===== src/common/arith_ctrl_pkg.sv =====
package arith_ctrl_pkg;

  typedef enum logic [2:0] {
    OP_MUL     = 3'd0,
    OP_FXMUL_U = 3'd1,
    OP_FXMUL_S = 3'd2,
    OP_DIV_U   = 3'd3,
    OP_DIV_S   = 3'd4
  } op_t;

  // Restoring divider sequence
  typedef enum logic [1:0] {
    DIV_IDLE = 2'd0,
    DIV_RUN  = 2'd1,
    DIV_DONE = 2'd2
  } div_state_t;

endpackage


===== src/common/arith_fmt_pkg.sv =====
package arith_fmt_pkg;

  // Operand and result width
  localparam int WORD_W = 16;

  // Q8.8 fixed-point format
  localparam int FRAC_W = 8;
  localparam int INT_W  = WORD_W - FRAC_W;

  // One quotient bit per divider step
  localparam int DIV_STEPS = WORD_W;

  // Clock edges from the start edge to done for a multiply
  localparam int MUL_LATENCY = 3;

  // Step counter must reach DIV_STEPS itself
  localparam int STEP_W = $clog2(DIV_STEPS + 1);

  typedef logic [WORD_W-1:0]   word_t;
  typedef logic [2*WORD_W-1:0] dword_t;
  typedef logic [STEP_W-1:0]   step_t;

endpackage


===== src/div/div_core.sv =====
`timescale 1ns/1ps

module div_core
  import arith_fmt_pkg::*;
  import arith_ctrl_pkg::*;
(
  input  logic  clk,
  input  logic  arst_n,
  input  logic  go,
  input  word_t left,
  input  word_t right,
  output word_t quotient,
  output word_t rem,
  output logic  core_done
);

  div_state_t state;
  step_t      step;

  word_t  dividend;
  dword_t divisor;
  word_t  quo_mask;
  word_t  quo_acc;

  logic zero_div;
  logic load;
  logic last;
  logic fits;

  assign zero_div = (right == '0);
  assign load     = go && (state == DIV_IDLE);
  assign last     = (state == DIV_RUN) && (step == step_t'(DIV_STEPS));
  assign fits     = (dword_t'(dividend) >= divisor);

  always_ff @(posedge clk or negedge arst_n) begin
    if (!arst_n) begin
      state     <= DIV_IDLE;
      step      <= '0;
      core_done <= 1'b0;
    end else if (!go) begin
      state     <= DIV_IDLE;
      core_done <= 1'b0;
    end else begin
      case (state)
        DIV_IDLE: begin
          step <= '0;
          // Zero divisor skips the iterations
          if (zero_div) begin
            state     <= DIV_DONE;
            core_done <= 1'b1;
          end else begin
            state <= DIV_RUN;
          end
        end
        DIV_RUN: begin
          if (last) begin
            state     <= DIV_DONE;
            core_done <= 1'b1;
          end else begin
            step <= step + step_t'(1);
          end
        end
        DIV_DONE: begin
          core_done <= 1'b0;
        end
        default: begin
          state     <= DIV_IDLE;
          core_done <= 1'b0;
        end
      endcase
    end
  end

  always_ff @(posedge clk) begin
    if (load) begin
      if (zero_div) begin
        quotient <= '0;
        rem      <= '0;
      end else begin
        dividend <= left;
        divisor  <= dword_t'(right) << (WORD_W - 1);
        quo_mask <= word_t'(1) << (WORD_W - 1);
        quo_acc  <= '0;
      end
    end else if (go && last) begin
      quotient <= quo_acc;
      rem      <= dividend;
    end else if (go && (state == DIV_RUN)) begin
      // One restoring step, MSB of the quotient first
      if (fits) begin
        dividend <= dividend - divisor[WORD_W-1:0];
        quo_acc  <= quo_acc | quo_mask;
      end
      divisor  <= divisor >> 1;
      quo_mask <= quo_mask >> 1;
    end
  end

endmodule


===== src/div/div_pipe.sv =====
`timescale 1ns/1ps

module div_pipe
  import arith_fmt_pkg::*;
(
  input  logic  clk,
  input  logic  arst_n,
  input  logic  go,
  input  logic  is_signed,
  input  word_t left,
  input  word_t right,
  output word_t quotient,
  output word_t rem,
  output logic  div_done
);

  logic  started;
  logic  start;
  logic  left_neg;
  logic  right_neg;
  word_t left_mag;
  word_t right_mag;

  logic  left_sign_q;
  logic  right_sign_q;
  word_t right_mag_q;

  word_t core_quotient;
  word_t core_rem;
  logic  core_done;
  logic  diff_signs;
  word_t rem_adj;

  // Sign bits are plain data bits in unsigned mode
  assign left_neg  = is_signed & left[WORD_W-1];
  assign right_neg = is_signed & right[WORD_W-1];
  assign left_mag  = left_neg ? -left : left;
  assign right_mag = right_neg ? -right : right;

  assign start = go & ~started;

  always_ff @(posedge clk or negedge arst_n) begin
    if (!arst_n) begin
      started <= 1'b0;
    end else if (!go) begin
      started <= 1'b0;
    end else if (start) begin
      started <= 1'b1;
    end
  end

  // Needed for the fix-up once the core is done
  always_ff @(posedge clk) begin
    if (start) begin
      left_sign_q  <= left_neg;
      right_sign_q <= right_neg;
      right_mag_q  <= right_mag;
    end
  end

  div_core u_div_core (
    .clk       (clk),
    .arst_n    (arst_n),
    .go        (go),
    .left      (left_mag),
    .right     (right_mag),
    .quotient  (core_quotient),
    .rem       (core_rem),
    .core_done (core_done)
  );

  assign diff_signs = left_sign_q ^ right_sign_q;

  // Quotient truncates toward zero
  assign quotient = diff_signs ? -core_quotient : core_quotient;

  // Remainder follows the divisor sign
  assign rem_adj  = (diff_signs && (core_rem != '0)) ? right_mag_q - core_rem : core_rem;
  assign rem      = right_sign_q ? -rem_adj : rem_adj;

  assign div_done = core_done;

endmodule


===== src/mul/fx_mul_pipe.sv =====
`timescale 1ns/1ps

module fx_mul_pipe
  import arith_fmt_pkg::*;
(
  input  logic  clk,
  input  logic  arst_n,
  input  logic  go,
  input  logic  fx,
  input  logic  is_signed,
  input  word_t left,
  input  word_t right,
  output word_t product,
  output logic  mul_done
);

  word_t  left_q;
  word_t  right_q;
  dword_t left_ext;
  dword_t right_ext;
  dword_t full_q;
  word_t  slice;

  logic [MUL_LATENCY-1:0] done_sr;
  logic                   chain_empty;

  assign chain_empty = ~|done_sr;
  assign mul_done    = done_sr[MUL_LATENCY-1];

  // A new token enters only when nothing is in flight
  always_ff @(posedge clk or negedge arst_n) begin
    if (!arst_n) begin
      done_sr <= '0;
    end else if (!go) begin
      done_sr <= '0;
    end else begin
      done_sr <= {done_sr[MUL_LATENCY-2:0], chain_empty};
    end
  end

  // Sign extension to full width gives the two's complement product
  always_comb begin
    if (is_signed) begin
      left_ext  = {{WORD_W{left_q[WORD_W-1]}}, left_q};
      right_ext = {{WORD_W{right_q[WORD_W-1]}}, right_q};
    end else begin
      left_ext  = {{WORD_W{1'b0}}, left_q};
      right_ext = {{WORD_W{1'b0}}, right_q};
    end
  end

  // Q8.8 times Q8.8 is Q16.16, keep the middle word
  always_comb begin
    if (fx) begin
      slice = full_q[2*WORD_W-INT_W-1:FRAC_W];
    end else begin
      slice = full_q[WORD_W-1:0];
    end
  end

  // Stages advance only while go is held, product keeps its value otherwise
  always_ff @(posedge clk) begin
    if (go) begin
      left_q  <= left;
      right_q <= right;
      full_q  <= left_ext * right_ext;
      product <= slice;
    end
  end

endmodule


===== src/arith_unit.sv =====
`timescale 1ns/1ps

module arith_unit
  import arith_fmt_pkg::*;
  import arith_ctrl_pkg::*;
(
  input  logic  clk,
  input  logic  arst_n,
  input  logic  go,
  input  op_t   op,
  input  word_t left,
  input  word_t right,
  output word_t result,
  output word_t remainder,
  output logic  done
);

  logic busy;
  logic start;
  op_t  op_q;
  op_t  op_sel;

  logic is_mul;
  logic is_div;
  logic is_signed;
  logic fx;
  logic mul_go;
  logic div_go;

  word_t product;
  logic  mul_done;
  word_t quotient;
  word_t rem;
  logic  div_done;

  word_t done_result;
  word_t done_remainder;
  word_t result_q;
  word_t remainder_q;

  assign start = go & ~busy;

  always_ff @(posedge clk or negedge arst_n) begin
    if (!arst_n) begin
      busy <= 1'b0;
      op_q <= OP_MUL;
    end else if (start) begin
      busy <= 1'b1;
      op_q <= op;
    end else if (done || !go) begin
      busy <= 1'b0;
    end
  end

  // The captured op is not visible yet on the start edge itself
  assign op_sel = busy ? op_q : op;

  assign is_mul    = op_sel inside {OP_MUL, OP_FXMUL_U, OP_FXMUL_S};
  assign is_div    = op_sel inside {OP_DIV_U, OP_DIV_S};
  assign is_signed = op_sel inside {OP_FXMUL_S, OP_DIV_S};
  assign fx        = op_sel inside {OP_FXMUL_U, OP_FXMUL_S};

  assign mul_go = go & is_mul;
  assign div_go = go & is_div;

  fx_mul_pipe u_fx_mul_pipe (
    .clk       (clk),
    .arst_n    (arst_n),
    .go        (mul_go),
    .fx        (fx),
    .is_signed (is_signed),
    .left      (left),
    .right     (right),
    .product   (product),
    .mul_done  (mul_done)
  );

  div_pipe u_div_pipe (
    .clk       (clk),
    .arst_n    (arst_n),
    .go        (div_go),
    .is_signed (is_signed),
    .left      (left),
    .right     (right),
    .quotient  (quotient),
    .rem       (rem),
    .div_done  (div_done)
  );

  assign done = mul_done | div_done;

  // Multiplies carry no remainder
  assign done_result    = mul_done ? product : quotient;
  assign done_remainder = mul_done ? '0 : rem;

  always_ff @(posedge clk or negedge arst_n) begin
    if (!arst_n) begin
      result_q    <= '0;
      remainder_q <= '0;
    end else if (done) begin
      result_q    <= done_result;
      remainder_q <= done_remainder;
    end
  end

  // Live values in the done cycle, held copies afterwards
  assign result    = done ? done_result : result_q;
  assign remainder = done ? done_remainder : remainder_q;

endmodule


===== config.mk =====
export PLATFORM = sky130hd
export DESIGN_NAME = arith_unit
export DESIGN_NICKNAME = d
export VERILOG_FILES = /design/src/common/arith_ctrl_pkg.sv /design/src/common/arith_fmt_pkg.sv /design/src/div/div_core.sv /design/src/div/div_pipe.sv /design/src/mul/fx_mul_pipe.sv /design/src/arith_unit.sv
export SDC_FILE = /design/constraint.sdc
export NUM_CORES = 1
export LEC_CHECK = 0
export BUFFER_PORTS_ARGS = -buffer_cell sky130_fd_sc_hd__buf_2
export CAP_MARGIN = 10
export CORE_MARGIN = 8
export CORE_UTILIZATION = 59
export CTS_BUF_LIST = sky130_fd_sc_hd__clkbuf_8
export CTS_CLUSTER_SIZE = 24
export DETAILED_ROUTE_END_ITERATION = 8
export HOLD_SLACK_MARGIN = 0.06
export PLACE_DENSITY = 0.88
export SYNTH_ARGS = -nofsm -noshare
export SYNTH_HDL_FRONTEND = slang
export SYNTH_SLANG_ARGS = --single-unit

===== constraint.sdc =====
create_clock -name clk -period 7.07 [get_ports clk]
set_input_delay 0.3535 -clock clk [delete_from_list [all_inputs] [get_ports clk]]
set_output_delay 0.3535 -clock clk [all_outputs]
set_load 0.005 [all_outputs]

==> flow_metrics.env, run 1 <==
export IMPL_status="complete, no violations"
export IMPL_nets=2544
export IMPL_cp_common_cell="fa_1"
export IMPL_wl_per_cell_um=18.7
export IMPL_ys_seq_area_share_pct=34.5
export IMPL_slowest_stage="fa_2"
export IMPL_crit_fanout=6
export IMPL_dieArea_sq_um=41900
export IMPL_post_place_ws_ps=9.00
export IMPL_yosysTopAreaCellShare_pct=28.8
export IMPL_synthMuxAreaShare_pct=1.96
export IMPL_tritoncts="built"
export IMPL_hpwl_um=38400
export IMPL_clock_latency_ps=550
export IMPL_antenna_left=0
export IMPL_avgSynthCellArea_sq_um=10.2
export IMPL_final_cell_mix="inv_1, and2_1, fa_1, edfxtp_1, nand2_1"
export IMPL_tightest_slew_ps=1010
export IMPL_hold_path_class="input port to register"
export IMPL_pin_count=71
export IMPL_routed_via_density=5.71
export IMPL_synth_distinct_cells=83
export IMPL_h_tree_depth=2
export IMPL_cp_num_buf_inv=6
export IMPL_start_kind="register"
export IMPL_via_count=15300
export IMPL_setup_viol=0
export IMPL_cpPeakStageDelay_ps=640
export IMPL_ys_async_sr_fraction_pct=19.3
export IMPL_dr_pass1_iters=5
export IMPL_drcViolationCount=0
export IMPL_clk_pin_slew_ps=60
export IMPL_sw_frac_of_total_pct=44.7
export IMPL_slew_headroom_pct=32.6
export IMPL_drv_cap=0
export IMPL_fmax_mhz=145
export IMPL_clkPwrFrac_pct=11.0
export IMPL_gp_congestion=0.935
export IMPL_required_ps=7350
export IMPL_num_rows=69
export IMPL_synth_top_family_by_area="adder cells"
export IMPL_syn_area_sq_um=21000
export IMPL_start_util_pct=59.5
export IMPL_grt_util_met2_pct=39.9
export IMPL_path_cells="buf_4 > o211a_4 > and2_2 > nand2_2 > inv_1 > fa_2 > inv_1 > fa_1 > fa_1 > inv_1 > fa_1 > fa_1 > fa_1 > inv_1 > fa_1 > inv_1 > ha_1 > or3_1 > o211ai_1 > o21ai_0 > xnor2_1"
export IMPL_cp_data_arrival_time_ps=7170
export IMPL_synth_area_top_cells="edfxtp_1, fa_1, ha_1"
export IMPL_numPortBuffers=70
export IMPL_gr_usage_all_layers_pct=24.1
export IMPL_power_density_nw_per_um2=468
export IMPL_clk_path_buf_depth=3
export IMPL_grt_use_met1_pct=31.5
export IMPL_synthSimpleGateAreaFrac_pct=16.0
export IMPL_synth_compound_area_share_pct=8.10
export IMPL_grtUsageMet3_pct=4.11
export IMPL_grt_max_degree=84
export IMPL_fp_dieH_um=205
export IMPL_root_buffer="clkbuf_8"
export IMPL_finalCritPeriodShare_pct=97.4
export IMPL_slew_viol_final=0
export IMPL_ys_seq_elements=249
export IMPL_grt_pass1_vias=16000
export IMPL_intPower_w=0.00599
export IMPL_antenna_found_initial=0
export IMPL_busiest_layer="met2"
export IMPL_numCtsBuffers=40
export IMPL_overflow=0
export IMPL_netlist_instances=2065
export IMPL_worstSetupPathType="register to register"
export IMPL_syn_nets=2428
export IMPL_dieWidth_um=205
export IMPL_cts_sinks=249
export IMPL_layout_setup_ws_ps=183
export IMPL_combPwrFrac_pct=67.9
export IMPL_synth_edff_count=201
export IMPL_yosys_area_share_adder_pct=26.6
export IMPL_grt_pass1_wl_um=81200
export IMPL_post_route_min_period_ps=6890
export IMPL_final_common_cell="inv_1"
export IMPL_core_area_sq_um=35300
export IMPL_layout_drive_gt1_share_pct=11.5
export IMPL_drtIter0Drc=1121
export IMPL_wl_um=50000
export IMPL_hold_viol_final=0
export IMPL_path_delay_family="adder cells"
export IMPL_synth_largest_area_cell="edfxtp_1"
export IMPL_synth_xor_area_share_pct=5.36
export IMPL_worst_hold_slack_ps=87.3
export IMPL_synth_warnings=0
export IMPL_syn2layout_area_growth_pct=10.1
export IMPL_endpoint_kind="register"
export IMPL_leakage_nw=10.3
export IMPL_clock_skew_ps=17.3
export IMPL_antenna_cells=0
export IMPL_pwr_share_seq_pct=21.1
export IMPL_ys_flop_type="edfxtp_1"
export IMPL_ir_worst_vdd_mv=0.781
export IMPL_netSwitchingPower_w=0.00483
## per-layer routing
layer,vias to the layer above,share of wire (%)
met5,-,0
met4,0,3.7
met3,149,8.1
met2,695,48
met1,7466,40
li1,6949,-
## state kept, by name, summed over array words and instances, names as in the netlist
register,flops
u_div_pipe.u_div_core.divisor,31
u_fx_mul_pipe.full_q,24
remainder_q,16
result_q,16
u_div_pipe.right_mag_q,16
u_div_pipe.u_div_core.dividend,16
u_div_pipe.u_div_core.quo_acc,16
u_div_pipe.u_div_core.quo_mask,16
u_div_pipe.u_div_core.quotient,16
u_div_pipe.u_div_core.rem,16
u_fx_mul_pipe.left_q,16
u_fx_mul_pipe.product,16
u_fx_mul_pipe.right_q,16
u_div_pipe.u_div_core.step,5
op_q,3
u_fx_mul_pipe.done_sr,3
u_div_pipe.u_div_core.state,2
busy,1
u_div_pipe.left_sign_q,1
u_div_pipe.right_sign_q,1
u_div_pipe.started,1
u_div_pipe.u_div_core.core_done,1
## power by group through the flow
stage / combinational (W) / clock (W) / sequential (W)
after floorplan: 0.00541 / 0 / 0.00223
after global placement: 0.00668 / 0 / 0.00230
after detailed placement: 0.00716 / 0 / 0.00231
after CTS: 0.00724 / 0.00121 / 0.00229
after global routing: 0.00820 / 0.00127 / 0.00229
final: 0.00735 / 0.00119 / 0.00228
## synthesized netlist by cell type (10+ instances only)
cell,number
a211oi_1,13
a21oi_1,56
and2_1,210
and3_1,14
clkbuf_1,62
dfrtp_1,48
edfxtp_1,201
fa_1,203
ha_1,122
inv_1,340
mux2_2,22
mux2i_1,15
nand2_1,196
nand3_1,16
nand4_1,10
nor2_1,105
nor2b_1,11
nor3_1,17
o21a_1,10
o21ai_0,77
o31ai_1,18
or2_2,18
or3_1,16
xnor2_1,86
xor2_1,38
## cells by family after synthesis
family | after synthesis
AOI/OAI and AO/OA | 258
xor gates and xnor gates | 126
adders and majority gates | 325
buffers and inverters | 412
DFF | 249
muxes | 38
and+or+nand+nor | 657
## final timing paths
check                                         start                       endpoint  cells after the start  slack [ps]
hold / removal                              left[5]        u_fx_mul_pipe.left_q[5]                      1          90
hold reg to reg            u_fx_mul_pipe.done_sr[0]       u_fx_mul_pipe.done_sr[0]                      1         420
setup / recovery                               busy       u_fx_mul_pipe.full_q[23]                     21         180
max in group asynchronous                    arst_n  u_div_pipe.u_div_core.step[0]                      3        6230
min in group asynchronous                    arst_n                    result_q[2]                      2         320
setup reg to reg                               busy       u_fx_mul_pipe.full_q[23]                     21         180
## layout make-up
class	instances	area, sq um
timing repair buffer	144	997
multi-input combinational	1404	12200
clock buffer	46	633
sequential	249	7240
clock inverter	26	136
inverter	342	1280
tap	461	577
fill	2514	12200
## through the flow
step / power (W) / util, % / TNS, ps / cells / area, sq um
2_1_floorplan: 0.00764 / - / 0 / 2065 / 21000
3_3_place_gp: 0.00898 / 62.1 / 0 / 2562 / 21900
5_1_grt: 0.0118 / 65.4 / -17.0 / 2672 / 23100
4_1_cts: 0.0107 / 64.9 / 0 / 2654 / 22900
6_report: 0.0108 / 65.4 / 0 / 2672 / 23100
3_5_place_dp: 0.00947 / 62.1 / 0 / 2562 / 21900
## what timing repair did
action,CTS,global route
hold buffers,20,0
endpoints found under the setup margin,0,4
resized for setup,0,9
endpoints found under the hold margin,67,0
setup buffers,0,16
(Power assumes the default switching activity.)
==> inputs of run 2 (changes only) <==
- CORE_UTILIZATION: 59 -> 61
- clock period: 7.07 -> 7.61 ns (I/O delays scaled with it)
==> run 2 against run 1 <==
  * Clock power fell by 7%
  * Combinational power fell by 11%
  * Final cell count fell by 1.2%
  * Highest routed layer unchanged
  * Clock skew rose by 10 ps
  * Sequential share of layout area rose by 0.42 points
  * Cell area fell by 1.3%
  * Via count fell by 0.50%
  * Critical path type unchanged
  * Core utilization rose by 1.2 points
  * Largest power group unchanged
  * Fmax fell by 5.2%
  * Hold slack got worse by 4.1 ps
  * Die area fell by 3.0%
  * First-iteration DRC count rose by 20%
==> flow_metrics.env, run 2 (synthesized netlist as in run 1, its figures left out) <==
export IMPL_grt_pass1_vias=15500
export IMPL_start_util_pct=61.4
export IMPL_dieWidth_um=202
export IMPL_antenna_cells=0
export IMPL_clk_pin_slew_ps=70
export IMPL_overflow=0
export IMPL_core_area_sq_um=34200
export IMPL_via_count=15200
export IMPL_syn2layout_area_growth_pct=8.60
export IMPL_final_cell_mix="inv_1, and2_1, fa_1, edfxtp_1, nand2_1"
export IMPL_slew_viol_final=0
export IMPL_cp_data_arrival_time_ps=7590
export IMPL_numPortBuffers=70
export IMPL_fp_dieH_um=202
export IMPL_slew_headroom_pct=31.5
export IMPL_hpwl_um=37200
export IMPL_worst_hold_slack_ps=83.2
export IMPL_required_ps=7930
export IMPL_ir_worst_vdd_mv=0.728
export IMPL_layout_drive_gt1_share_pct=9.75
export IMPL_drv_cap=0
export IMPL_gr_usage_all_layers_pct=24.5
export IMPL_clk_path_buf_depth=3
export IMPL_wl_um=49400
export IMPL_tritoncts="built"
export IMPL_antenna_found_initial=0
export IMPL_grt_pass1_wl_um=80300
export IMPL_drcViolationCount=0
export IMPL_post_cts_resized=0
export IMPL_h_tree_depth=2
export IMPL_tns_ps=0
export IMPL_clock_skew_ps=27.7
export IMPL_dr_pass1_iters=6
export IMPL_utilization_pct=66.7
export IMPL_power_density_nw_per_um2=430
export IMPL_rr_startpoint="u_fx_mul_pipe.left_q[3]"
export IMPL_numCtsBuffers=42
export IMPL_endpoint_kind="register"
export IMPL_grt_setup_unrepaired="false"
export IMPL_drtIter0Drc=1350
export IMPL_tightest_slew_ps=1020
export IMPL_root_buffer="clkbuf_8"
export IMPL_antenna_left=0
export IMPL_dieArea_sq_um=40600
export IMPL_worstHoldStart="right[10]"
export IMPL_setup_viol=0
export IMPL_nets=2514
export IMPL_gp_congestion=0.905
export IMPL_fmax_mhz=138
export IMPL_cts_sinks=249
export IMPL_clock_latency_ps=580
export IMPL_post_route_min_period_ps=7270
export IMPL_startpoint="u_fx_mul_pipe.left_q[3]"
export IMPL_grt_max_degree=83
export IMPL_hold_path_class="input port to register"
export IMPL_num_rows=68
export IMPL_status="complete, no violations"
export IMPL_hold_viol_final=0
export IMPL_routed_via_density=5.75
export IMPL_largest_reg_flops=31
export IMPL_worstSetupPathType="register to register"
export IMPL_wl_per_cell_um=18.7
export IMPL_num_fill_cells=2508
export IMPL_leakage_nw=10.1
export IMPL_largest_registers="u_div_pipe.u_div_core.divisor x31, u_fx_mul_pipe.full_q x24"
export IMPL_start_kind="register"
export IMPL_final_common_cell="inv_1"
export IMPL_finalCritPeriodShare_pct=95.5
export IMPL_pin_count=71
export IMPL_top_register="u_div_pipe.u_div_core.divisor"
export IMPL_crit_fanout=22
-- run 2: path summary, 6_finish.rpt --
check / endpoint / slack (ps) / cells after the start
hold reg to reg: u_fx_mul_pipe.done_sr[0] / 420 / 1
hold / removal: u_fx_mul_pipe.right_q[10] / 80 / 1
min in group asynchronous: result_q[12] / 310 / 2
setup / recovery: u_fx_mul_pipe.full_q[22] / 340 / 22
max in group asynchronous: u_fx_mul_pipe.done_sr[0] / 6750 / 3
setup reg to reg: u_fx_mul_pipe.full_q[22] / 340 / 22
-- run 2: repair_timing --
item | in CTS | in global routing
hold endpoints to repair | 58 | 0
setup buffers | 0 | 0
hold buffers | 25 | 0
-- run 2: where the power goes --
part           internal, W  switching, W  total (W)  leakage (nW)
clock network     0.000541      0.000566    0.00111         0.445
registers          0.00201      0.000129    0.00214          2.49
logic              0.00287       0.00368    0.00655          7.16
total              0.00542       0.00438    0.00980          10.1
-- run 2: critical path, cell delays in order, from the launching register on --
cell	delay, ps
edfxtp_1	1010
and2_1	270
fa_1	400
inv_1	90
fa_1	440
fa_1	550
inv_1	40
ha_1	290
ha_1	320
fa_1	540
inv_1	50
fa_1	530
inv_1	60
ha_1	360
a21oi_1	290
o21ai_0	230
a311oi_1	460
o21bai_1	160
a21oi_1	270
nor2b_1	100
o21ai_0	250
a21oi_1	130
xor2_1	160
-- run 2: metrics by stage --
step | cell area (sq um) | setup slack (ps) | std cells | power (W)
2_1_floorplan | 21000 | 907 | 2065 | 0.00710
3_3_place_gp | 21800 | 691 | 2536 | 0.00831
3_5_place_dp | 21800 | 461 | 2536 | 0.00862
4_1_cts | 22800 | 409 | 2638 | 0.00981
5_1_grt | 22800 | 16.7 | 2639 | 0.0107
6_report | 22800 | 344 | 2639 | 0.00980
-- run 2: final cells by class --
type / instances / area [sq um] / area share, %
sequential: 249 / 7240 / 31.7
clock buffer: 44 / 606 / 2.66
multi-input combinational: 1404 / 12200 / 53.6
clock inverter: 33 / 148 / 0.648
timing repair buffer: 112 / 741 / 3.25
tap: 455 / 569 / 2.50
inverter: 342 / 1280 / 5.63
-- run 2: layer usage --
metal  track usage, %  share of wire [%]
met5                0                  0
met4             8.14                3.0
met3             4.50                8.1
met2             40.7                 48
met1             32.0                 41
